<file path="config.mk">
export PLATFORM = sky130hd
export DESIGN_NAME = tile_port
export DESIGN_NICKNAME = d
export VERILOG_FILES = /design/src/common/pool_pkg.sv /design/src/tile/tile_port.sv
export SDC_FILE = /design/constraint.sdc
export NUM_CORES = 1
export LEC_CHECK = 0
export ABC_AREA = 1
export BUFFER_PORTS_ARGS = -buffer_cell sky130_fd_sc_hd__buf_2
export CORE_MARGIN = 8
export CORE_UTILIZATION = 46
export DETAILED_ROUTE_END_ITERATION = 7
export PLACE_DENSITY = 0.82
export SYNTH_ARGS = -nofsm -noshare
export SYNTH_HDL_FRONTEND = slang
export SYNTH_SLANG_ARGS = --single-unit
</file>
<file path="constraint.sdc">
create_clock -name clk_i -period 4.1 [get_ports clk_i]
set_input_delay 1.23 -clock clk_i [delete_from_list [all_inputs] [get_ports clk_i]]
set_output_delay 1.23 -clock clk_i [all_outputs]
set_load 0.05 [all_outputs]
</file>
<file path="src/common/pool_pkg.sv">
/*
 * Shared definitions for the TCDM pool cluster
 * Cluster sizes, bank and row address split, common data types
 * and helper functions that decode a byte address
 */

package pool_pkg;

  // Cluster dimensions
  localparam int unsigned NUM_TILES  = 4;
  localparam int unsigned NUM_BANKS  = 4;
  localparam int unsigned BANK_WORDS = 64;

  // Word and address widths
  localparam int unsigned DATA_W = 32;
  localparam int unsigned ADDR_W = 32;

  // Address split, from the LSB upward: byte offset, bank select, row
  localparam int unsigned BYTE_OFF_W  = 2;
  localparam int unsigned BANK_SEL_W  = $clog2(NUM_BANKS);
  localparam int unsigned BANK_ADDR_W = $clog2(BANK_WORDS);

  typedef logic [DATA_W-1:0]            data_t;
  typedef logic [ADDR_W-1:0]            addr_t;
  typedef logic [$clog2(NUM_TILES)-1:0] tile_id_t;
  typedef logic [BANK_SEL_W-1:0]        bank_id_t;
  typedef logic [BANK_ADDR_W-1:0]       bank_addr_t;

  // Bank index taken from the word address bits just above the byte offset
  function automatic bank_id_t addr_to_bank(addr_t addr);
    return addr[BYTE_OFF_W +: BANK_SEL_W];
  endfunction

  // Row index inside the bank, anything above the row bits wraps
  function automatic bank_addr_t addr_to_row(addr_t addr);
    return addr[BYTE_OFF_W + BANK_SEL_W +: BANK_ADDR_W];
  endfunction

endpackage : pool_pkg

</file>
<file path="src/tile/tile_port.sv">
/*
 * Tile front end between a four-phase req/ack master and the TCDM crossbar
 * One external transaction becomes one granted TCDM access
 */

`timescale 1ns/100ps

module tile_port (
  input  logic            clk_i,
  input  logic            arst_n_i,
  // External four-phase handshake
  input  logic            req_i,
  input  logic            we_i,
  input  pool_pkg::addr_t addr_i,
  input  pool_pkg::data_t wdata_i,
  output logic            ack_o,
  output pool_pkg::data_t rdata_o,
  // Request toward the crossbar
  output logic            tcdm_req_o,
  output logic            tcdm_we_o,
  output pool_pkg::addr_t tcdm_addr_o,
  output pool_pkg::data_t tcdm_wdata_o,
  input  logic            tcdm_gnt_i,
  input  logic            tcdm_rvalid_i,
  input  pool_pkg::data_t tcdm_rdata_i
);

  import pool_pkg::*;

  typedef enum logic [1:0] {
    ST_IDLE,
    ST_REQ,
    ST_WAIT,
    ST_ACK
  } state_e;

  state_e state_q;
  // Transaction captured when it leaves IDLE, held until the next one
  logic   we_q;
  addr_t  addr_q;
  data_t  wdata_q;
  data_t  rdata_q;

  always_ff @(posedge clk_i) begin
    if (state_q == ST_IDLE && req_i) begin
      we_q    <= we_i;
      addr_q  <= addr_i;
      wdata_q <= wdata_i;
    end
  end

  always_ff @(posedge clk_i or negedge arst_n_i) begin
    if (!arst_n_i) begin
      state_q <= ST_IDLE;
      rdata_q <= '0;
    end else begin
      unique case (state_q)
        ST_IDLE: if (req_i)      state_q <= ST_REQ;
        // Request stays up with fixed fields until the bank accepts it
        ST_REQ:  if (tcdm_gnt_i) state_q <= ST_WAIT;
        ST_WAIT: begin
          if (tcdm_rvalid_i) begin
            // Writes also see rvalid but carry no useful data
            if (!we_q) rdata_q <= tcdm_rdata_i;
            state_q <= ST_ACK;
          end
        end
        ST_ACK:  if (!req_i)     state_q <= ST_IDLE;
        default:                 state_q <= ST_IDLE;
      endcase
    end
  end

  assign tcdm_req_o   = (state_q == ST_REQ);
  assign tcdm_we_o    = we_q;
  assign tcdm_addr_o  = addr_q;
  assign tcdm_wdata_o = wdata_q;

  assign ack_o   = (state_q == ST_ACK);
  assign rdata_o = rdata_q;

  // Master must keep req up for the whole access until it sees ack
  a_req_held: assert property (@(posedge clk_i) disable iff (!arst_n_i)
    (state_q inside {ST_REQ, ST_WAIT}) |-> req_i);

endmodule : tile_port

</file>
* Yosys cells after proc, flatten, opt, wreduce, memory -nomap -nowiden
Index checks and enable logic that the tools add are counted.
** Word-level totals
- Output and inout port bits :: 99
- Input bits :: 102
- Word-level logic and storage cells :: 22
- Register bits :: 99
** Cells by class
- Equal/unequal tests :: 7
- Multiplexer cells :: 5
- Bitwise operators :: 1
- Reductions and logical operators :: 4
** Operators with widths (count)
- two-way mux 2 bit :: 4
- case mux 2 bit (4 select lines) :: 1
- != test 2 bit (second input constant) :: 3
- equality test 2 bit (second input constant) :: 2
- AND reduction 4 bit :: 1
- AND reduction 3 bit :: 1
- equality test 2 x 1 -> 1 bit (second input constant) :: 1
- zero test 2 bit :: 1
- != test 2 x 1 -> 1 bit (second input constant) :: 1
- logical AND 1 bit :: 1
- NOT 1 bit :: 1

* Depth between registers and ports, before layout
- Depth in word-level cells :: 3
- Gate-level depth with buffers :: 8
- Gate-level depth less buffers :: 7

* Worst setup path before layout
No wires, ideal clock.
- Path kind :: input port to flip-flop
- Start point :: input req_i
- End point :: register addr_q[0] (netlist: tcdm_addr_o[0]) (enable)
- Data required time :: 3681 ps
- Cell stages on the path :: 2
- Setup slack :: 1144 ps
- Data arrival time :: 2537 ps
- Path buffers :: 0
- Cells stage by stage :: nand2_1 inv_1
** Between the ends
- Longest elaborated chain between the ends :: 1
** RTL lines
- from (decl) :: line tile_port.sv:12 : input logic req_i,
- logical AND 1 bit :: line tile_port.sv:45 : if (state_q == ST_IDLE && req_i) begin
- to (signal assigned) :: line tile_port.sv:47 : addr_q <= addr_i;
- to (decl) :: line tile_port.sv:40 : addr_t addr_q;
No other way between the ends.
A chain may end at the register's enable or synchronous reset.

* Worst setup path in the final report
- Start point :: register state_q[1]
- End point :: output tcdm_req_o
** Between the ends
- Longest elaborated chain between the ends :: 1
** RTL lines
- from (decl) :: line tile_port.sv:37 : state_e state_q;
- from (signal assigned) :: line tile_port.sv:54 : state_q <= ST_IDLE;
- from (signal assigned) :: line tile_port.sv:58 : ST_IDLE: if (req_i) state_q <= ST_REQ;
- from (signal assigned) :: line tile_port.sv:60 : ST_REQ: if (tcdm_gnt_i) state_q <= ST_WAIT;
- equality test 2 x 1 -> 1 bit :: line tile_port.sv:74 : assign tcdm_req_o = (state_q == ST_REQ);
- to (decl) :: line tile_port.sv:19 : output logic tcdm_req_o,
No other way between the ends.

==> impl_metrics.csv <==
group,metric,value,unit
routing,route.met3.wl,855,um
routing,route.met2.wl,4.897,mm
timing,finalHoldViolations,0,
power,p_leak,2.320,nW
cells_and_area,nNetsFinal,542,
synth,avgSynthCellArea,14.79,sq um
global_route,grt_pass1_wl,13.68,mm
routing,drtPass1Iterations,4,
synth,ys_warn_count,0,
clock_network,htreeDepth,3,
clock_network,post_cts_resized,0,
clock_network,hold_buffers,0,
synth,synth_area,3431,sq um
routing,m1WireLength,3.457,mm
global_route,grt_max_degree,64,
setup_path,cp_slowest_cell,"dfrtp_1",
clock_network,cts.clk_slew.worst_paths,0.09,ns
placed_design,dpl_cell_area,4514,sq um
clock_network,cts-root-buf,"clkbuf_8",
global_route,grt.overflow.total,0,
setup_path,reg2regPathDepth,5,
cells_and_area,most-common-layout-cells,"buf_2 (200), nand2_1 (75), edfxtp_1 (65)",
clock_network,cts-buffers-inserted,9,
die,die_area,10480,sq um
setup_path,crit_arrival,1.32,ns
setup_path,crit_required,2.87,ns
power,power_density,799.0,nW/um^2
synth,synth_top_area_share,56.89,%
timing,fmax,392.9,MHz
cells_and_area,final_cells,540,
die,dieWidth,102.4,um
routing,via_per_inst,4.680,
flow_run,max-cap-violations,0,
routing,wl,9.346,mm
placed_design,placed_cells,524,
synth,synth_area_leader_cell,"edfxtp_1",
routing,post_drt_wl_per_cell,17.31,um
placed_design,dp_hpwl,7.435,mm
timing,setup_tns,0,ns
timing,period_share,62.08,%
die,initial_utilization,47.30,%
synth,ys_top_cells_by_area,"edfxtp_1 (57%), dfrtp_1 (25%), nand2_1 (8.2%), nand3_1 (4.7%), ha_1 (1.5%)",
routing,top_layer,"met4",
synth,synth_seq_cells,99,
setup_path,endpoint,"tcdm_req_o",
die,rows,31,
setup_path,regToRegSetupSlack,2.25,ns
global_route,grt_pass1_vias,2550,
cells_and_area,layout.filler_cells,574,
synth,synth_cell_type_count,15,
clock_network,clock_sinks,99,
setup_path,r2r-start,"state_q[0]",
synth,synth_cells,232,
timing,skew,0.01350,ns
cells_and_area,area_growth,37.24,%
min_path,hold_path.class,"reg -> reg",
die,pin_count,201,
setup_path,critPathMaxStageDelay,0.42,ns
synth,synth_seq_area_share,81.69,%
routing,drt_iter0_markers,103,
setup_path,crit_path_end_kind,"output port",
clock_network,clock_path_buffers,2,
synth,synth_nets,338,
timing,worstMarginPinSlew,0.7567,ns
setup_path,cp_max_fo,4,
setup_path,r2r_end,"rdata_o[22]",
die,core-area,7253,sq um
timing,drv_slew,0,
routing,num_vias,2527,
cells_and_area,drive_above_1_share,50.79,%
setup_path,criticalPathCategory,"reg -> out",
setup_path,path_cells,"inv_1 > ha_1 > buf_2",
global_route,antenna_found_initial,0,
routing,drtAntennaViolNets,0,
die,dieHeight,102.4,um
cells_and_area,final_common_cell,"buf_2",
min_path,hold_depth,2,
power,vdd_ir_drop_max,0.0004342,V
timing,fin_crit,2.545,ns
global_route,gr-usage-all-layers,17.46,%
timing,rsz0062_at_grt,"no",
setup_path,crit_start,"state_q[1]",
clock_network,insertion_delay,0.35,ns
clock_network,cts_tree,"done",
cells_and_area,antennaDiodeCount,0,
clock_network,post_cts_buffers,0,
cells_and_area,stdcell_area,4708,sq um
routing,drc,0,
status,status,"finished, final reports clean",
setup_path,startpoint_type,"register",
timing,slew_headroom,49.55,%
placed_design,port_buffers,200,
timing,setup_viol,0,
placed_design,gp_congestion,0.7689,
cells in the mapped netlist:
| cell type | n |
|---|---|
| nand2_1 | 75 |
| inv_2 | 1 |
| buf_6 | 3 |
| nand3_1 | 32 |
| nor2_1 | 1 |
| nor2_4 | 1 |
| inv_1 | 5 |
| nand2_2 | 1 |
| ha_1 | 4 |
| buf_4 | 3 |
| edfxtp_1 | 65 |
| dfrtp_1 | 34 |
| buf_2 | 4 |
| o21ai_0 | 2 |
| or2_2 | 1 |
critical path, delay by kind of cell (launching register included):
| family | cells | cell delay (ns) |
|---|---|---|
| buffers and inverters | 2 | 0.36 |
| flip-flops | 1 | 0.42 |
| adder cells (fa/ha/maj) | 1 | 0.18 |
logic make-up (layout without fill, tap and decap cells):
family / count (synthesis) / in the layout / synth area share (%)
AOI/OAI and AO/OA: 2 / 2 / 0.2918
DFF: 99 / 99 / 81.69
adders and majority gates: 4 / 4 / 1.459
buffers and inverters: 16 / 225 / 2.881
and+or+nand+nor: 111 / 111 / 13.68
power by group:
group	internal, mW	switching [mW]	leakage [nW]
Clock	0.249	0.335	0.0965
Combinational	0.331	1.35	1.20
Sequential	1.38	0.117	1.03
Total	1.96	1.80	2.32
through the flow:
stage	total power, mW	worst slack, ns	utilization [%]	hold WS (ns)
after floorplan	2.782	1.144	-	0.5167
after global placement	3.181	1.957	62.24	0.4517
after detailed placement	3.218	1.935	62.24	0.4594
after CTS	3.802	1.536	64.91	0.4838
after global routing	3.941	1.469	64.91	0.5081
final	3.762	1.555	64.91	0.4785
routing by layer:
metal | GRT usage [%] | vias up
met1 | 19.72 | 1187
met3 | 4.292 | 10
met2 | 31.03 | 136
met5 | 0 | -
met4 | 6.546 | 0
li1 | - | 1194
how the worst min path moves through the flow:
stage	from	to	slack (ns)
detailed placement	rdata_o[9]	rdata_o[9]	0.46
floorplan	state_q[1]	state_q[1]	0.52
global placement	rdata_o[21]	rdata_o[21]	0.45
global route	rdata_o[24]	rdata_o[24]	0.51
CTS	rdata_o[16]	rdata_o[16]	0.48
finish	rdata_o[16]	rdata_o[16]	0.48
flip-flops by register name (all words and copies together), names as in the netlist:
signal	cells
rdata_o	32
state_q	2
tcdm_addr_o	32
tcdm_wdata_o	32
tcdm_we_o	1
final cells by class:
cell class | instances | area [sq um] | share of cell area, %
clock buffer | 10 | 137.6 | 2.923
clock inverter | 6 | 56.30 | 1.196
inverter | 6 | 22.52 | 0.4783
multi-input combinational | 117 | 529.3 | 11.24
sequential | 99 | 2803 | 59.53
tap | 99 | 123.9 | 2.631
timing repair buffer | 203 | 1036 | 22.00
(Power assumes the default switching activity.)
