**src/common/pool_pkg.sv**
```systemverilog
/*
 * Shared definitions for the TCDM pool cluster
 * Cluster sizes, bank and row address split, common data types
 * and helper functions that decode a byte address
 */

package pool_pkg;

  // Cluster dimensions
  localparam int unsigned NUM_TILES  = 4;
  localparam int unsigned NUM_BANKS  = 4;
  localparam int unsigned BANK_WORDS = 64;

  // Word and address widths
  localparam int unsigned DATA_W = 32;
  localparam int unsigned ADDR_W = 32;

  // Address split, from the LSB upward: byte offset, bank select, row
  localparam int unsigned BYTE_OFF_W  = 2;
  localparam int unsigned BANK_SEL_W  = $clog2(NUM_BANKS);
  localparam int unsigned BANK_ADDR_W = $clog2(BANK_WORDS);

  typedef logic [DATA_W-1:0]            data_t;
  typedef logic [ADDR_W-1:0]            addr_t;
  typedef logic [$clog2(NUM_TILES)-1:0] tile_id_t;
  typedef logic [BANK_SEL_W-1:0]        bank_id_t;
  typedef logic [BANK_ADDR_W-1:0]       bank_addr_t;

  // Bank index taken from the word address bits just above the byte offset
  function automatic bank_id_t addr_to_bank(addr_t addr);
    return addr[BYTE_OFF_W +: BANK_SEL_W];
  endfunction

  // Row index inside the bank, anything above the row bits wraps
  function automatic bank_addr_t addr_to_row(addr_t addr);
    return addr[BYTE_OFF_W + BANK_SEL_W +: BANK_ADDR_W];
  endfunction

endpackage : pool_pkg

```
**src/rtl/tcdm_bank.sv**
```systemverilog
/*
 * Single-port scratchpad bank with a registered read port
 * Reads return data one cycle after the enable, writes land at the edge
 */

`timescale 1ns/100ps

module tcdm_bank (
  input  logic                 clk_i,
  input  logic                 arst_n_i,
  input  logic                 en_i,
  input  logic                 we_i,
  input  pool_pkg::bank_addr_t addr_i,
  input  pool_pkg::data_t      wdata_i,
  output pool_pkg::data_t      rdata_o
);

  import pool_pkg::*;

  // Word storage, contents are undefined after reset
  data_t mem_q [BANK_WORDS];
  data_t rdata_q;

  // Write port
  always_ff @(posedge clk_i) begin
    if (en_i && we_i) begin
      mem_q[addr_i] <= wdata_i;
    end
  end

  // Read port, the output register only moves on a read
  always_ff @(posedge clk_i or negedge arst_n_i) begin
    if (!arst_n_i) begin
      rdata_q <= '0;
    end else if (en_i && !we_i) begin
      rdata_q <= mem_q[addr_i];
    end
  end

  assign rdata_o = rdata_q;

  // The crossbar must never enable the bank with an unresolved row or direction
  a_ctrl_known: assert property (@(posedge clk_i) disable iff (!arst_n_i)
    en_i |-> !$isunknown({addr_i, we_i}));

endmodule : tcdm_bank

```
**config.mk**
```make
export PLATFORM = sky130hd
export DESIGN_NAME = tcdm_bank
export DESIGN_NICKNAME = d
export VERILOG_FILES = /design/src/common/pool_pkg.sv /design/src/rtl/tcdm_bank.sv
export SDC_FILE = /design/constraint.sdc
export NUM_CORES = 2
export LEC_CHECK = 0
export ABC_CLOCK_PERIOD_IN_PS = 1900
export BUFFER_PORTS_ARGS = -buffer_cell sky130_fd_sc_hd__buf_4
export CORE_MARGIN = 10
export CORE_UTILIZATION = 60
export DETAILED_ROUTE_END_ITERATION = 10
export PLACE_DENSITY = 0.76
export SKIP_LAST_GASP = 1
export SYNTH_ARGS = -nofsm -noshare
export SYNTH_HDL_FRONTEND = slang
export SYNTH_SLANG_ARGS = --single-unit
```
**constraint.sdc**
```tcl
create_clock -name clk_i -period 1.9 [get_ports clk_i]
set_input_delay 0.38 -clock clk_i [delete_from_list [all_inputs] [get_ports clk_i]]
set_output_delay 0.38 -clock clk_i [all_outputs]
set_load 0.05 [all_outputs]
```
# Yosys cells after proc, flatten, opt, wreduce, memory -nomap -nowiden
# Memory sizes are Yosys's and may differ from the RTL's. A register that Yosys moved wholly into a read port is not among the register bits.
# Index checks and enable logic that the tools add are counted.
[classes]
muxes = 2
reduce_logical = 4
[ops]
columns = ["cell", "count"]
rows = [
  ["$logic_and 1x1->1", 2],
  ["$logic_not 1->1", 2],
  ["$mux 1", 2],
]
[totals]
n_memories = 1
regBits = 0
ram_bits = 2048
elab_cells = 7
in_bits = 42
out_inout_bits = 32
[mem_list]
columns = ["memory", "depth", "width", "read_ports", "rd_clocked_by_memory_dff", "write_ports", "line_no", "text"]
rows = [
  ["mem_q", 64, 32, 1, 1, 1, "tcdm_bank.sv:21", "data_t mem_q [BANK_WORDS];"],
]

# Depth between registers and ports, before layout
[depth]
depth_word = 3
depth_mapped = 11
depth_no_buf = 6

# Worst setup path after synthesis
# Ideal clock, no wire load.
[synth_timing]
path_kind = "input to register"
startpoint = "in addr_i[1]"
endpoint = "mem mem_q[17][0] in the netlist's numbering, enable pin"
cell_stages = 7
setup_time_ns = 0.421
path_buffers = 4
setup_slack_ns = -1.551
t_arrival_ns = 3.029
cell_sequence = "buf_6 -> buf_6 -> buf_6 -> nor3b_2 -> clkbuf_1 -> nand2_1 -> nor2_1"
[synth_rtl]
columns = ["item", "line_no", "text"]
rows = [
  ["start, declared", "tcdm_bank.sv:13", "input pool_pkg::bank_addr_t addr_i,"],
  ["end, declared", "tcdm_bank.sv:21", ""],
]
# No word-level cell before the write port.

==> impl_metrics.prom <==
# TYPE chip_impl_metric gauge
chip_impl_metric{name="route.detailed.drc",unit=""} 0
chip_impl_metric{name="drtAntennaViolNets",unit=""} 0
chip_impl_metric{name="timing.hold.ws",unit="ns"} 0.03678
chip_impl_metric{name="finClkSkew",unit="ns"} 0.04436
chip_impl_metric{name="power.share.combinational",unit="%"} 7.8
chip_impl_metric{name="clock_share_of_power",unit="%"} 40.2
chip_impl_metric{name="floorplan.die_area",unit="mm2"} 0.1484
chip_impl_metric{name="antenna_violations_before_repair",unit=""} 14
chip_impl_metric{name="drt_first_iter_violations",unit=""} 10870
chip_impl_metric{name="firstDrtPassIters",unit=""} 7
chip_impl_metric{name="first_global_vias",unit=""} 49750
chip_impl_info{name="timing.critical_path.from_type",value="primary input"} 1
chip_impl_metric{name="clock_tree.buffer_depth",unit=""} 3
chip_impl_metric{name="design.portCount",unit=""} 74
chip_impl_metric{name="placeable_core_area",unit="mm2"} 0.1320
chip_impl_metric{name="die_height",unit="um"} 385.2
chip_impl_metric{name="final_critical_path_setup_slack",unit="ns"} -0.5421
chip_impl_metric{name="syn_avg_cell_area",unit="um2"} 18.74
chip_impl_metric{name="pin_count_of_the_biggest_net_entering_global_routing",unit=""} 65
chip_impl_metric{name="die-width",unit="um"} 385.2
chip_impl_metric{name="grt_pass1_wl",unit="mm"} 379.7
chip_impl_info{name="yosys_most_used_dff",value="sky130_fd_sc_hd__edfxtp_1"} 1
chip_impl_metric{name="groute.layer.met3.usage",unit="%"} 13.95
chip_impl_metric{name="timing.reg2reg.worst_path_depth",unit=""} 5
chip_impl_metric{name="initial_core_util",unit="%"} 60.66
chip_impl_metric{name="cts_max_level",unit=""} 4
chip_impl_metric{name="synth-edff-count",unit=""} 2048
chip_impl_metric{name="irDropWorstVdd",unit="V"} 0.001042
chip_impl_metric{name="cts_made_buffers",unit=""} 196
chip_impl_info{name="holdCritPathClass",value="primary input to flop"} 1
chip_impl_metric{name="synthDominantCellAreaShare",unit="%"} 76.83
chip_impl_metric{name="min_delay_path_depth",unit=""} 2
chip_impl_info{name="netlist.top_cell.by_area",value="sky130_fd_sc_hd__edfxtp_1"} 1
chip_impl_metric{name="dp.final_hpwl",unit="mm"} 171.3
chip_impl_metric{name="asyncSetResetFlopFracSynth",unit="%"} 1.538
chip_impl_metric{name="utilization",unit="%"} 74.40
chip_impl_metric{name="gpl.final_weighted_congestion",unit=""} 0.9729
chip_impl_metric{name="via_count",unit=""} 51420
chip_impl_metric{name="met1_usage",unit="%"} 47.10
chip_impl_metric{name="ys_warn_count",unit=""} 0
chip_impl_metric{name="seq_area_frac_synth",unit="%"} 77.83
chip_impl_metric{name="grt_overflow",unit=""} 0
chip_impl_metric{name="io_buffers",unit=""} 73
chip_impl_metric{name="std_cell_rows",unit=""} 133
chip_impl_metric{name="finalHoldViolations",unit=""} 0
chip_impl_metric{name="seqPwrFrac",unit="%"} 52.0
chip_impl_metric{name="route.detailed.wl_per_inst",unit="um"} 39.54
chip_impl_metric{name="area_growth_syn_to_layout",unit="%"} 22.66
chip_impl_metric{name="power_per_cell_area",unit="mW/mm2"} 999.4
chip_impl_metric{name="synth_cells",unit=""} 4271
chip_impl_metric{name="clkSlewWorstSetupHoldPaths",unit="ns"} 0.06
chip_impl_metric{name="grt_util_met2",unit="%"} 52.51
chip_impl_metric{name="synth_nets",unit=""} 4313
chip_impl_info{name="status",value="finished, violations left"} 1
chip_impl_metric{name="path_max_fanout",unit=""} 19
chip_impl_metric{name="worstPathRequired",unit="ns"} 2.64
chip_impl_metric{name="grtUsageTotal",unit="%"} 36.57
chip_impl_metric{name="detailed_place.area",unit="mm2"} 0.09044
chip_impl_info{name="tritoncts",value="done"} 1
chip_impl_info{name="violated_checks",value="negative setup slack"} 1
chip_impl_metric{name="leakagePower",unit="nW"} 32.86
chip_impl_metric{name="final_min_period_over_clock_period",unit="%"} 128.5
chip_impl_metric{name="post-layout-total-power",unit="mW"} 98.12
chip_impl_metric{name="cts_sinks",unit=""} 2080
chip_impl_metric{name="report.final.setup_viol",unit=""} 37
chip_impl_metric{name="worst_ep_arrival_time",unit="ns"} 3.18
chip_impl_metric{name="vias_per_cell",unit=""} 7.399
chip_impl_metric{name="final_nets",unit=""} 5075
chip_impl_info{name="worstSetupPathType",value="primary input to flop"} 1
chip_impl_metric{name="final_layout_size_suffix_gt1_share",unit="%"} 31.58
chip_impl_metric{name="power_switching",unit="mW"} 22.58
chip_impl_metric{name="clk_latency",unit="ns"} 0.88
chip_impl_info{name="grt_setup_unrepaired",value="true"} 1
chip_impl_metric{name="switching_share",unit="%"} 23.01
chip_impl_metric{name="period_needed",unit="ns"} 2.442
chip_impl_metric{name="intPower",unit="mW"} 75.54
chip_impl_metric{name="route.final.wire_length",unit="mm"} 274.8
chip_impl_metric{name="maxClockFrequency",unit="MHz"} 409.5
chip_impl_info{name="busiest_layer",value="met2"} 1
chip_impl_metric{name="slew_headroom",unit="%"} 26.14
chip_impl_metric{name="synth_seq_cells",unit=""} 2080
chip_impl_info{name="cp-end-kind",value="flop"} 1
chip_impl_info{name="synth_area_leaders",value="sky130_fd_sc_hd__edfxtp_1, sky130_fd_sc_hd__mux2i_1, sky130_fd_sc_hd__mux4_2, sky130_fd_sc_hd__a221oi_1, sky130_fd_sc_hd__mux2_2"} 1
chip_impl_info{name="cts.root.buffer_cell",value="sky130_fd_sc_hd__clkbuf_16"} 1
chip_impl_metric{name="final_cell_area",unit="mm2"} 0.09818
chip_impl_metric{name="slew_viol_final",unit=""} 0
chip_impl_metric{name="worstMarginPinSlew",unit="ns"} 1.104
chip_impl_metric{name="setup_slack_after_placement",unit="ns"} -1.600
chip_impl_metric{name="yosysUniqueCellTypes",unit=""} 65
chip_impl_metric{name="max_cap_violations",unit=""} 0
chip_impl_metric{name="mappedNetlistArea",unit="mm2"} 0.08004
## critical path: stages
cell and delay (ns):
sky130_fd_sc_hd__buf_12 0.14, sky130_fd_sc_hd__buf_4 0.22, sky130_fd_sc_hd__buf_12 0.20, sky130_fd_sc_hd__nand2b_1 0.39, sky130_fd_sc_hd__o22ai_1 0.23, sky130_fd_sc_hd__a211oi_4 0.44
sky130_fd_sc_hd__o21ai_0 0.14, sky130_fd_sc_hd__nand3b_1 0.51, sky130_fd_sc_hd__o32a_1 0.49
## cells in the mapped netlist, drive strengths merged, types with 13 or more instances
cell     number
mux2i       334
buf         197
o21ai       128
o2bb2ai      20
o221ai       13
dfrtp        32
o22ai        81
o32a         18
a31oi        24
a211oi       14
a22o         37
a21oi       114
mux4        109
nor2        170
a22oi       187
mux2        157
nand3        36
clkbuf       95
a221o        31
edfxtp     2048
nand2        87
a221oi      201
## cell usage in the layout, fill, tap and decap left out, drive strengths merged, types with 36 or more instances in the layout
| cell type | instances |
|---|---|
| a22oi | 187 |
| nand3 | 36 |
| edfxtp | 2048 |
| a22o | 37 |
| nor2 | 170 |
| a21oi | 114 |
| buf | 843 |
| clkbuf | 244 |
| mux4 | 109 |
| nand2 | 87 |
| mux2 | 157 |
| a221oi | 201 |
| o21ai | 128 |
| o22ai | 81 |
| mux2i | 334 |
| clkinv | 75 |
## cell type report
class	instances	area, um2
antenna	5	12.51
clock buffer	243	5132
clock inverter	112	1252
fill	6948	33780
inverter	4	18.77
multi-input combinational	1895	17730
sequential	2080	62320
tap	1755	2196
timing repair buffer	856	9514
## sequential cells by signal (all words and copies together), names as in the netlist
register and cells:
mem_q 2048, rdata_o 32
## repair_timing
item,CTS,global route
hold endpoints to repair,266,0
setup endpoints to repair,55,47
buffers inserted,4,4
pin swaps,70,40
cloned,0,1
resized for setup,184,81
hold buffers,12,0
## power by group through the flow
stage          sequential, mW  combinational, mW  clock, mW
4_1_cts                  51.0               7.23       39.3
3_5_place_dp             51.9               6.91          0
5_1_grt                  51.0               7.76       41.0
3_3_place_gp             51.9               6.78          0
2_1_floorplan            52.2               2.65          0
6_report                 51.0               7.69       39.4
## cell families (layout without fill, tap and decap cells)
logic type / after synthesis / after routing / share of synthesized area, %
AND/OR/NAND/NOR: 365 / 365 / 2.070
flip-flops: 2080 / 2080 / 77.83
other: 0 / 5 / 0
buffers and inverters: 296 / 1215 / 2.118
multiplexers: 600 / 600 / 9.462
AO/OA/AOI/OAI: 930 / 930 / 8.518
## stage by stage
step | TNS (ns) | cells
global placement | -1185.26 | 6579
floorplan | -796.08 | 4271
finish | -3.813 | 6950
detailed placement | -1249.33 | 6579
CTS | -2.678 | 6942
global route | -4.315 | 6945
## final timing paths
kind	start	end	slack, ns
max in group asynchronous	arst_n_i	rdata_o[19]	1.05
min in group asynchronous	arst_n_i	rdata_o[29]	0.20
max	addr_i[2]	rdata_o[26]	-0.54
min reg2reg	rdata_o[14]	rdata_o[14]	0.54
min	wdata_i[10]	mem_q[52][10]	0.04
max reg2reg	mem_q[24][26]	rdata_o[26]	-0.51
## metal layers
layer  up-vias  routed length [um]
met5         -                 168
met4        12               22390
met3      1358               49860
met2      5569              117400
met1     25210               85010
li1      19270                   -
(Power assumes the default switching activity.)
