$ cat config.mk
export PLATFORM = sky130hd
export DESIGN_NAME = tcdm_xbar
export DESIGN_NICKNAME = d
export VERILOG_FILES = /design/src/common/pool_pkg.sv /design/src/interconnect/tcdm_arbiter.sv /design/src/interconnect/tcdm_xbar.sv
export SDC_FILE = /design/constraint.sdc
export NUM_CORES = 1
export LEC_CHECK = 0
export BUFFER_PORTS_ARGS = -buffer_cell sky130_fd_sc_hd__buf_4
export CORE_AREA = 2 2 269 271
export CTS_CLUSTER_DIAMETER = 200
export CTS_CLUSTER_SIZE = 40
export DETAILED_ROUTE_END_ITERATION = 8
export DIE_AREA = 0 0 271 273
export GPL_TIMING_DRIVEN = 0
export PLACE_DENSITY_LB_ADDON = 0.08
export SYNTH_ARGS = -nofsm -noshare
export SYNTH_HDL_FRONTEND = slang
export SYNTH_HIERARCHICAL = 1
export SYNTH_SLANG_ARGS = --single-unit
$ cat constraint.sdc
create_clock -name clk_i -period 8.7 [get_ports clk_i]
set_input_delay 1.74 -clock clk_i [delete_from_list [all_inputs] [get_ports clk_i]]
set_output_delay 1.74 -clock clk_i [all_outputs]
set_load 0.01 [all_outputs]
$ cat src/common/pool_pkg.sv
/*
 * Shared definitions for the TCDM pool cluster
 * Cluster sizes, bank and row address split, common data types
 * and helper functions that decode a byte address
 */

package pool_pkg;

  // Cluster dimensions
  localparam int unsigned NUM_TILES  = 4;
  localparam int unsigned NUM_BANKS  = 4;
  localparam int unsigned BANK_WORDS = 64;

  // Word and address widths
  localparam int unsigned DATA_W = 32;
  localparam int unsigned ADDR_W = 32;

  // Address split, from the LSB upward: byte offset, bank select, row
  localparam int unsigned BYTE_OFF_W  = 2;
  localparam int unsigned BANK_SEL_W  = $clog2(NUM_BANKS);
  localparam int unsigned BANK_ADDR_W = $clog2(BANK_WORDS);

  typedef logic [DATA_W-1:0]            data_t;
  typedef logic [ADDR_W-1:0]            addr_t;
  typedef logic [$clog2(NUM_TILES)-1:0] tile_id_t;
  typedef logic [BANK_SEL_W-1:0]        bank_id_t;
  typedef logic [BANK_ADDR_W-1:0]       bank_addr_t;

  // Bank index taken from the word address bits just above the byte offset
  function automatic bank_id_t addr_to_bank(addr_t addr);
    return addr[BYTE_OFF_W +: BANK_SEL_W];
  endfunction

  // Row index inside the bank, anything above the row bits wraps
  function automatic bank_addr_t addr_to_row(addr_t addr);
    return addr[BYTE_OFF_W + BANK_SEL_W +: BANK_ADDR_W];
  endfunction

endpackage : pool_pkg

$ cat src/interconnect/tcdm_arbiter.sv
/*
 * Round-robin arbiter for one TCDM bank
 * Grants the first requesting tile at or after the priority pointer
 */

`timescale 1ns/100ps

module tcdm_arbiter (
  input  logic                                clk_i,
  input  logic                                arst_n_i,
  input  logic [pool_pkg::NUM_TILES-1:0]      req_i,
  output logic [pool_pkg::NUM_TILES-1:0]      gnt_o,
  output pool_pkg::tile_id_t                  gnt_idx_o,
  output logic                                gnt_valid_o
);

  import pool_pkg::*;

  // Tile with the highest priority in the current cycle
  tile_id_t ptr_q;

  // Scan all tiles starting at the pointer and stop at the first requester
  always_comb begin
    tile_id_t cand;
    logic     found;
    found       = 1'b0;
    gnt_o       = '0;
    gnt_idx_o   = '0;
    gnt_valid_o = 1'b0;
    for (int i = 0; i < NUM_TILES; i++) begin
      cand = tile_id_t'((int'(ptr_q) + i) % NUM_TILES);
      if (!found && req_i[cand]) begin
        found        = 1'b1;
        gnt_o[cand]  = 1'b1;
        gnt_idx_o    = cand;
        gnt_valid_o  = 1'b1;
      end
    end
  end

  // Pointer moves one past the winner, so the winner drops to lowest priority
  always_ff @(posedge clk_i or negedge arst_n_i) begin
    if (!arst_n_i) begin
      ptr_q <= '0;
    end else if (gnt_valid_o) begin
      ptr_q <= tile_id_t'((int'(gnt_idx_o) + 1) % NUM_TILES);
    end
  end

  // At most one tile owns the bank in any cycle
  a_gnt_onehot: assert property (@(posedge clk_i) disable iff (!arst_n_i)
    $onehot0(gnt_o));

  // A grant never goes to a tile that is not asking for this bank
  a_gnt_req: assert property (@(posedge clk_i) disable iff (!arst_n_i)
    (gnt_o & ~req_i) == '0);

endmodule : tcdm_arbiter

$ cat src/interconnect/tcdm_xbar.sv
/*
 * Tile to bank crossbar for the shared TCDM
 * Address decode, one round-robin arbiter per bank, field multiplexing
 * and routing of bank read data back to the granted tile
 */

`timescale 1ns/100ps

module tcdm_xbar (
  input  logic                                           clk_i,
  input  logic                                           arst_n_i,
  // Tile side
  input  logic [pool_pkg::NUM_TILES-1:0]                 tile_req_i,
  input  logic [pool_pkg::NUM_TILES-1:0]                 tile_we_i,
  input  pool_pkg::addr_t [pool_pkg::NUM_TILES-1:0]      tile_addr_i,
  input  pool_pkg::data_t [pool_pkg::NUM_TILES-1:0]      tile_wdata_i,
  output logic [pool_pkg::NUM_TILES-1:0]                 tile_gnt_o,
  output logic [pool_pkg::NUM_TILES-1:0]                 tile_rvalid_o,
  output pool_pkg::data_t [pool_pkg::NUM_TILES-1:0]      tile_rdata_o,
  // Bank side
  output logic [pool_pkg::NUM_BANKS-1:0]                 bank_en_o,
  output logic [pool_pkg::NUM_BANKS-1:0]                 bank_we_o,
  output pool_pkg::bank_addr_t [pool_pkg::NUM_BANKS-1:0] bank_addr_o,
  output pool_pkg::data_t [pool_pkg::NUM_BANKS-1:0]      bank_wdata_o,
  input  pool_pkg::data_t [pool_pkg::NUM_BANKS-1:0]      bank_rdata_i
);

  import pool_pkg::*;

  bank_id_t [NUM_TILES-1:0]                 tile_bank;
  logic     [NUM_BANKS-1:0][NUM_TILES-1:0]  bank_req;
  logic     [NUM_BANKS-1:0][NUM_TILES-1:0]  bank_gnt;
  logic     [NUM_TILES-1:0][NUM_BANKS-1:0]  gnt_by_tile;
  tile_id_t [NUM_BANKS-1:0]                 gnt_idx;
  logic     [NUM_BANKS-1:0]                 gnt_valid;
  // Owner of each bank in the previous cycle, used to steer read data back
  tile_id_t [NUM_BANKS-1:0]                 rsp_idx_q;
  logic     [NUM_BANKS-1:0]                 rsp_valid_q;

  // Each tile asks exactly the bank its address falls into
  always_comb begin
    for (int t = 0; t < NUM_TILES; t++) begin
      tile_bank[t] = addr_to_bank(tile_addr_i[t]);
      for (int b = 0; b < NUM_BANKS; b++) begin
        bank_req[b][t] = tile_req_i[t] && (tile_bank[t] == bank_id_t'(b));
      end
    end
  end

  for (genvar b = 0; b < NUM_BANKS; b++) begin : gen_bank
    tcdm_arbiter i_arb (
      .clk_i       (clk_i       ),
      .arst_n_i    (arst_n_i    ),
      .req_i       (bank_req[b] ),
      .gnt_o       (bank_gnt[b] ),
      .gnt_idx_o   (gnt_idx[b]  ),
      .gnt_valid_o (gnt_valid[b])
    );

    // The winning tile's fields drive the bank port
    assign bank_en_o[b]    = gnt_valid[b];
    assign bank_we_o[b]    = tile_we_i[gnt_idx[b]];
    assign bank_addr_o[b]  = addr_to_row(tile_addr_i[gnt_idx[b]]);
    assign bank_wdata_o[b] = tile_wdata_i[gnt_idx[b]];
  end

  // Fold the per-bank grants into one grant per tile
  always_comb begin
    for (int t = 0; t < NUM_TILES; t++) begin
      for (int b = 0; b < NUM_BANKS; b++) begin
        gnt_by_tile[t][b] = bank_gnt[b][t];
      end
      tile_gnt_o[t] = |gnt_by_tile[t];
    end
  end

  always_ff @(posedge clk_i or negedge arst_n_i) begin
    if (!arst_n_i) begin
      rsp_valid_q <= '0;
      rsp_idx_q   <= '0;
    end else begin
      rsp_valid_q <= gnt_valid;
      rsp_idx_q   <= gnt_idx;
    end
  end

  // Bank outputs of this cycle belong to last cycle's winners
  always_comb begin
    tile_rvalid_o = '0;
    tile_rdata_o  = '0;
    for (int b = 0; b < NUM_BANKS; b++) begin
      if (rsp_valid_q[b]) begin
        tile_rvalid_o[rsp_idx_q[b]] = 1'b1;
        tile_rdata_o[rsp_idx_q[b]]  = bank_rdata_i[b];
      end
    end
  end

  // A tile is never served by two banks at once across the arbiter set
  for (genvar t = 0; t < NUM_TILES; t++) begin : gen_gnt_chk
    a_single_bank: assert property (@(posedge clk_i) disable iff (!arst_n_i)
      $onehot0(gnt_by_tile[t]));
  end

endmodule : tcdm_xbar

---- Word-level counts from Yosys, hierarchy flattened ----
Cells that the tools add are included.
storage, ports and cells
  bits in registers ....................... 20
  output and inout bits ................... 296
  word-level logic and storage cells ...... 328
cells by class
  add/subtract/negate cells ............... 16
  order comparisons ....................... 44
  equal/unequal tests ..................... 12
  muxes and demuxes ....................... 163
  bitwise logic cells ..................... 16
  reductions and logical operators ........ 68
operator list
  cell                                                               count
  binary-select mux 32 bit (select 2 bit)                            8
  two-way mux 128 bit                                                4
  bitwise mux 128 bit                                                3
  demux 32 bit (select 2 bit)                                        4
  two-way mux 32 bit                                                 8
  AND 128 bit                                                        1
  two-way mux 4 bit                                                  20
  < comparator 2 x 3 -> 1 bit, second input constant                 24
  OR 4 bit                                                           15
  two-way mux 1 bit                                                  56
  logical AND 1 bit                                                  48
  binary-select mux 1 bit (select 2 bit)                             20
  demux 1 bit (select 2 bit)                                         20
  greater-or-equal comparator 2 x 1 -> 1 bit, second input constant  20
  two-way mux 10 bit                                                 4
  two-way mux 2 bit                                                  16
  adder 2 x 1 -> 2 bit, second input constant                        8
  adder 2 bit, second input constant                                 8
  equality test 2 bit, second input constant                         8
  OR reduction 4 bit                                                 4
  zero test 1 bit                                                    12
  equality test 2 x 1 -> 1 bit, second input constant                4
  zero test 2 bit                                                    4

---- Longest topological paths before layout ----
Gate-level depths: netlist of run 1.
  depth after elaboration ................. 16
  depth in mapped cells ................... 11
  gate-level depth less buffers ........... 8

---- Hierarchy ----
The synthesis of run 1 kept the hierarchy.
by module, submodules not included
  module                                times used  cells each  area an instance (um^2)  seq. area each (um^2)
  tcdm_xbar                             1           1023        9235.1                   300.3
  tcdm_arbiter (gen_bank[0].i_arb ...)  3           67          561.8                    50.0
  tcdm_arbiter (gen_bank[3].i_arb)      1           57          541.8                    50.0

---- Least setup slack after synthesis of run 1 ----
OpenSTA, ideal clock, no wires.
  kind .................................... input to output
  from .................................... in tile_req_i[3] (netlist name)
  to ...................................... out bank_wdata_o[117] (netlist name)
  arrival ................................. 4.122 ns
  required time ........................... 6.960 ns
  path slack .............................. 2.838 ns
  cell stages on the path ................. 8
  path buffers ............................ 2
  cells stage by stage .................... and3_1 mux4_2 nor2b_4 nor2_2 o22ai_1 buf_2 buf_4 mux4_2
RTL lines
  what         line             RTL
  from (decl)  tcdm_xbar.sv:13  input logic [pool_pkg::NUM_TILES-1:0] tile_req_i,
  to (decl)    tcdm_xbar.sv:24  output pool_pkg::data_t [pool_pkg::NUM_BANKS-1:0] bank_wdata_o,

==> impl_results.md, run 1 <==
* Placer congestion estimate at just under 0.9
* CP Launch Type: input port
* Footprint of the multi-input gates at a little under 0.01 sq mm
* TritonCTS Buffers at 3
* Lkg Pwr at 6.78 nW
* FF+latch count, synth at 20
* Critical Path RT at around 7.0 ns
* Clock-pin slew on the worst setup and hold paths at around 0.080 ns
* Synth top area share at 33.6%
* Synthesized area per cell at around 8.9 sq um
* Setup violators final at 0
* Routed Antenna Nets at 0
* Worst slew margin at a little over a third
* Ys async rst share at between 90% and 100%
* Crit-path cells: buf_4 > and3_1 > mux4_2 > nor2b_4 > nor2_2 > o22ai_1 > buf_2 > buf_4 > mux4_2 > buf_4
* Vias in the first global route at around 15000
* Pwr/cell area at 367 mW/mm^2
* Core area at a little over 0.07 sq mm
* PortBufs at about 590
* Router iterations before antenna repair at 6
* Worst-margin pin slew at 0.961 ns
* Drt wl/cell at roughly 29 um
* Post-CTS Resized at 0
* Worst setup EP type: output port
* Clock Skew at 0.0151 ns
* Mapped Cells at about 1300
* Period Utilization, post-route at 81.6%
* Clock Latency Late Sink at roughly 0.27 ns
* Routed WL at slightly above 80 mm
* Largest cells by area after synthesis: mux4_2, o311a_1, o21ai_0
* Seq/Total Area, Yosys at under 10%
* Dominant synthesized flop cell: dfrtp_1
* Hold crit path type: reg -> reg
* Grt ovf at 0
* Power Total at ~6.3 mW
* Postcts setup bufs at 0
* Max-Cap Viols at 0
* Syn Nets at between 1500 and 2000
* CTS Root Cell: clkbuf_16
* Outcome: finished clean
* Register Area at between 500 and 600 sq um
* Share of layout cells above drive strength 1 at 46.3%
* Die W at 271 um
* Largest net degree at the start of global routing at 21
* Area grow syn2layout at 50.2%
* Yosys top cell by area: mux4_2
* # hold bufs at CTS at 0
* Initial Util at between 15 and 20%
* Critical path class: in -> out
* Maximum clock insertion buffer count at 2
* Fill count at 7782
* Number of synthesized flops with an enable pin at 0
* Slowest cell on the critical path: o22ai_1
* Ys Warns at 6
* Max incr delay on CP at ~0.73 ns
* Crit path DAT at around 5.4 ns
* DRC at 0
* First-pass GRT wire length at between 100 and 150 mm
* Final HPWL DP at 65.4 mm
* Min cycle time layout at 7.10 ns
* CTS tree: built
* Via density at approximately 5.4
* 1st-iter DRT viols at between 1000 and 1500
* Most common cell on crit path: buf_4
* Most frequent cell after synthesis: mux4_2
* IO Count at 690
* Total track usage at roughly a fifth
* Clock sink total at 20
* Final hold violations at 0
* Total die area at approximately 0.074 sq mm
* Vias at around 15000
* Critical path fanouts, max at 10
* Fmax at between 0.1 and 0.15 GHz
* Setup TNS at 0 ns
* Most instantiated cells after synthesis: mux4_2, o21ai_0, nand2_1
* Final net count at around 2300
* Synthesized cell area at 0.0115 sq mm
* Initial antenna violation count at 6
* Yosys cell types at a little over 60
* RSZ-0062 raised after global routing: no
* VDD IR max at approximately 0.00014 V
* Die height at 273 um
* Htree depth at 1
* Slew Limit Fails at 0
* Row count at 98
## sequential cells by signal, indices dropped and copies added, names as in the netlist
name	count
rsp_valid_q	4
rsp_idx_q	8
gen_bank.i_arb/ptr_q	8
## routing by layer
metal	up-vias	GRT usage (%)	wire length, um
met4	2	3.17	1200
met2	791	38.1	41900
met5	-	0	20
met3	69	3.51	5630
li1	6572	-	-
met1	7810	25.3	32100
## layout make-up
class | instances | share of cell area (%)
clock inverters | 1 | 0.174
plain buffers | 183 | 5.04
flip-flops and latches | 20 | 2.91
inverters | 49 | 1.07
well taps | 950 | 6.91
diodes | 2 | 0.0291
clock buffers | 3 | 0.436
multi-input cells | 1029 | 57.6
repair buffers | 593 | 25.9
## stage by stage
stage / cell area [sq um] / setup WS (ns) / instances / utilization (%) / hold slack (ns)
final: 17200 / 1.60 / 2830 / 24.2 / 0.904
after global routing: 17200 / 1.39 / 2830 / 24.2 / 0.956
after CTS: 17200 / 1.40 / 2828 / 24.2 / 0.917
after detailed placement: 17100 / 1.40 / 2824 / 24.1 / 0.904
after global placement: 17100 / 1.39 / 2824 / 24.1 / 0.914
after floorplan: 11500 / 2.84 / 1281 / - / 0.792
## kinds of logic after synthesis
kind of cell               after synthesis  synth area share [%]
AOI/OAI and AO/OA                      472                  30.1
muxes                                  177                  34.2
xor gates and xnor gates                 1                0.0764
adders and majority gates               24                  2.62
buffers and inverters                  232                  9.18
and+or+nand+nor                        355                  19.5
DFF                                     20                  4.37
## worst paths after layout
path | start | endpoint | slack, ns | cells after the start
worst min-delay path | gen_bank[3].i_arb/ptr_q[0] | gen_bank[3].i_arb/ptr_q[0] | 0.90 | 2
worst max register to register | gen_bank[3].i_arb/ptr_q[0] | rsp_idx_q[6] | 5.69 | 7
worst max-delay path | tile_req_i[3] | bank_wdata_o[122] | 1.60 | 10
worst min register to register | gen_bank[3].i_arb/ptr_q[0] | gen_bank[3].i_arb/ptr_q[0] | 0.90 | 2
min in group asynchronous | arst_n_i | gen_bank[3].i_arb/ptr_q[0] | 1.35 | 1
max in group asynchronous | arst_n_i | rsp_idx_q[6] | 7.08 | 1
## report_power, final
part / leakage (nW) / switching [mW] / total [mW] / internal, mW
combinational: 6.48 / 3.29 / 5.97 / 2.69
sequential: 0.244 / 0.0691 / 0.202 / 0.133
clock: 0.0511 / 0.0449 / 0.137 / 0.0917
total: 6.78 / 3.40 / 6.31 / 2.91
## layout by cell type (no fill, tap or decap), types with 4 or more instances in the layout
| cell type | instances |
|---|---|
| a211oi_1 | 6 |
| a21oi_1 | 7 |
| a221o_1 | 16 |
| a22oi_1 | 17 |
| a311oi_1 | 31 |
| a31oi_1 | 5 |
| and3_1 | 6 |
| and3b_1 | 5 |
| buf_1 | 6 |
| buf_2 | 64 |
| buf_4 | 600 |
| buf_6 | 10 |
| clkbuf_1 | 96 |
| dfrtp_1 | 20 |
| ha_1 | 24 |
| inv_1 | 49 |
| mux4_2 | 171 |
| nand2_1 | 110 |
| nand2b_1 | 13 |
| nand3_1 | 5 |
| nand3b_1 | 4 |
| nand4_1 | 35 |
| nand4b_1 | 64 |
| nor2_1 | 35 |
| nor2b_1 | 6 |
| nor2b_4 | 4 |
| nor3_1 | 6 |
| nor3b_1 | 5 |
| nor4bb_1 | 32 |
| o21ai_0 | 122 |
| o21ai_1 | 82 |
| o22ai_1 | 4 |
| o2bb2ai_1 | 64 |
| o311a_1 | 96 |
| or4_1 | 7 |
## critical path: cells and delay by family
family,cells,cell delay (ns)
muxes,2,1.18
AOI/OAI and AO/OA,1,0.73
buffers and inverters,4,1.14
and+or+nand+nor,3,0.55
Note: power is estimated with default switching activity, not from simulation.
==> inputs of run 2 (changes only) <==
- clock period: 8.7 -> 6.1 ns (I/O delays scaled with it)
==> run 2 against run 1 <==
Compared with the run above: critical path depth increased by 1; total power up 43%; flip-flop and latch count stayed put; critical endpoint is now bank_wdata_o[30]; wire length is essentially flat; largest cell class unchanged; sequential power up 43%; first-iteration DRC count rose by 4.8%; register-to-register slack got worse by 2.4 ns.
==> impl_results.md, run 2 (same netlist as run 1, synthesis figures left out) <==
* Outcome: finished clean
* Die W at 271 um (unchanged)
* Largest net degree at the start of global routing at 21 (unchanged)
* Vias at 15200 (-0.039%)
* Commonest non-fill, non-tap cell in the layout: buf_4
* Lkg Pwr at 6.78 nW (about the same)
* Hold crit path type: in -> async
* Final hold violations at 0 (unchanged)
* Period Utilization, post-route at 97.0%
* Fmax at roughly 0.17 GHz
* Initial antenna violation count at 6 (unchanged)
* Worst slew margin at 35.7% (-0.24 points)
* Total die area at 0.0740 sq mm (unchanged)
* # hold bufs at CTS at 0 (unchanged)
* Largest registers: gen_bank.i_arb/ptr_q x8, rsp_idx_q x8, rsp_valid_q x4
* Clock Skew at 0.0144 ns (-0.000711 ns)
* Worst setup EP type: output port
* Register Area at 500 sq um (unchanged)
* Vias in the first global route at 15100 (-0.020%)
* RSZ-0062 raised after global routing: no
* Area grow syn2layout at 50.2% (about the same)
* Routed WL at 80.8 mm (about the same)
* Worst r2r src: gen_bank[1].i_arb/ptr_q[0]
* Final Util at 24.3% (about the same)
* Grt ovf at 0 (unchanged)
* Routed Antenna Nets at 0 (unchanged)
* Clock-pin slew on the worst setup and hold paths at 0.08 ns (about the same)
* CTS Root Cell: clkbuf_16
* Critical path fanouts, max at 10 (unchanged)
* Share of layout cells above drive strength 1 at 46.4% (+0.053 points)
* Worst-margin pin slew at 0.963 ns (+0.00157 ns)
* Footprint of the multi-input gates at 0.00992 sq mm (about the same)
* PortBufs at 593 (unchanged)
* Slew Limit Fails at 0 (unchanged)
* Inst Count DP at 2824 (unchanged)
* Postcts setup bufs at 0 (unchanged)
* Drt wl/cell at 28.6 um (about the same)
* Initial Util at 16.1% (unchanged)
* Placer congestion estimate at 0.886 (unchanged)
* CP Launch Type: input port
* Fill count at 7782 (unchanged)
* Min cycle time layout at roughly 5.9 ns
* R2R Path End: gen_bank[1].i_arb/ptr_q[1]
* Crit path DAT at 4.70 ns (-0.66 ns)
* VDD IR max at 0.000202 V (+43%)
* Core area at 0.0710 sq mm (unchanged)
* 1st-iter DRT viols at 1502 (+4.8%)
* Max-Cap Viols at 0 (unchanged)
* Die height at 273 um (unchanged)
* Maximum clock insertion buffer count at 2 (unchanged)
* Htree depth at 1 (unchanged)
* Total track usage at 20.6% (about the same)
* Post-CTS Resized at 1 (+1)
* IO Count at 690 (unchanged)
* Router iterations before antenna repair at 5 (-1)
* Pwr/cell area at 523 mW/mm^2 (+43%)
* Critical Path RT at 4.88 ns (-2.08 ns)
* Most frequent cells in the layout: buf_4, mux4_2, o21ai_0
* TritonCTS Buffers at 3 (unchanged)
* Via density at 5.38 (about the same)
* R2R setup slack at 3.32 ns (-2.37 ns)
* Row count at 98 (unchanged)
* Setup violators final at 0 (unchanged)
* Post-Layout Cell Count at 2830 (unchanged)
* Final HPWL DP at 65.4 mm (unchanged)
* Clock Latency Late Sink at 0.27 ns (about the same)
* Critical path class: in -> out
* Worst r2r path cells at 9 (+2)
* First-pass GRT wire length at 114 mm (about the same)
* CTS tree: built
* DRC at 0 (unchanged)
* Clock sink total at 20 (unchanged)
* Final net count at 2297 (unchanged)
==> run 2: cell type report <==
cell class | instances | share of cell area [%]
tap | 950 | 6.90
sequential | 20 | 2.91
clock buffer | 3 | 0.436
timing repair buffer | 593 | 25.9
buffer | 183 | 5.04
inverter | 49 | 1.07
antenna | 2 | 0.0291
clock inverter | 1 | 0.174
multi-input combinational | 1029 | 57.6
==> run 2: where the power goes <==
part	internal [mW]	switching, mW	total [mW]
combinational	3.84	4.69	8.52
sequential	0.190	0.0975	0.288
clock	0.131	0.0655	0.196
total	4.16	4.85	9.01
==> run 2: worst max path at each step <==
stage / startpoint / to / slack (ns) / depth (start not counted)
2_1_floorplan: tile_req_i[3] / bank_wdata_o[117] / 1.28 / 8
3_3_place_gp: tile_req_i[3] / bank_wdata_o[122] / -0.17 / 10
3_5_place_dp: tile_req_i[3] / bank_wdata_o[122] / -0.16 / 10
4_1_cts: tile_addr_i[67] / bank_wdata_o[28] / 0.1 / 11
5_1_grt: tile_addr_i[67] / bank_wdata_o[29] / 0.03 / 11
6_report: tile_addr_i[67] / bank_wdata_o[30] / 0.18 / 11
==> run 2: worst max-delay path: stages <==
cell,delay [ns]
buf_4,0.12
nor3b_1,0.45
buf_2,0.29
nor4b_1,0.25
a31oi_1,0.08
o211ai_1,0.22
a21o_1,0.34
clkbuf_1,0.70
buf_2,0.46
mux4_2,0.38
buf_4,0.16
==> run 2: layer usage <==
metal	global-route usage [%]	vias up	routed length, um
met3	3.57	62	5790
met1	25.2	7806	31900
met2	38.1	814	42000
met4	3.21	2	1150
met5	0	-	20
li1	-	6554	-
==> run 2: per-stage QoR <==
| step | TNS [ns] | total power, mW | setup WS (ns) | cell area, sq um | hold slack [ns] |
|---|---|---|---|---|---|
| 4_1_cts | 0 | 9.13 | 0.0991 | 17200 | 0.846 |
| 3_3_place_gp | -1.42 | 8.93 | -0.166 | 17100 | 0.914 |
| 5_1_grt | 0 | 9.57 | 0.0299 | 17200 | 0.854 |
| 3_5_place_dp | -1.36 | 8.87 | -0.160 | 17100 | 0.904 |
| 2_1_floorplan | 0 | 4.90 | 1.28 | 11500 | 0.792 |
| 6_report | 0 | 9.01 | 0.184 | 17200 | 0.834 |
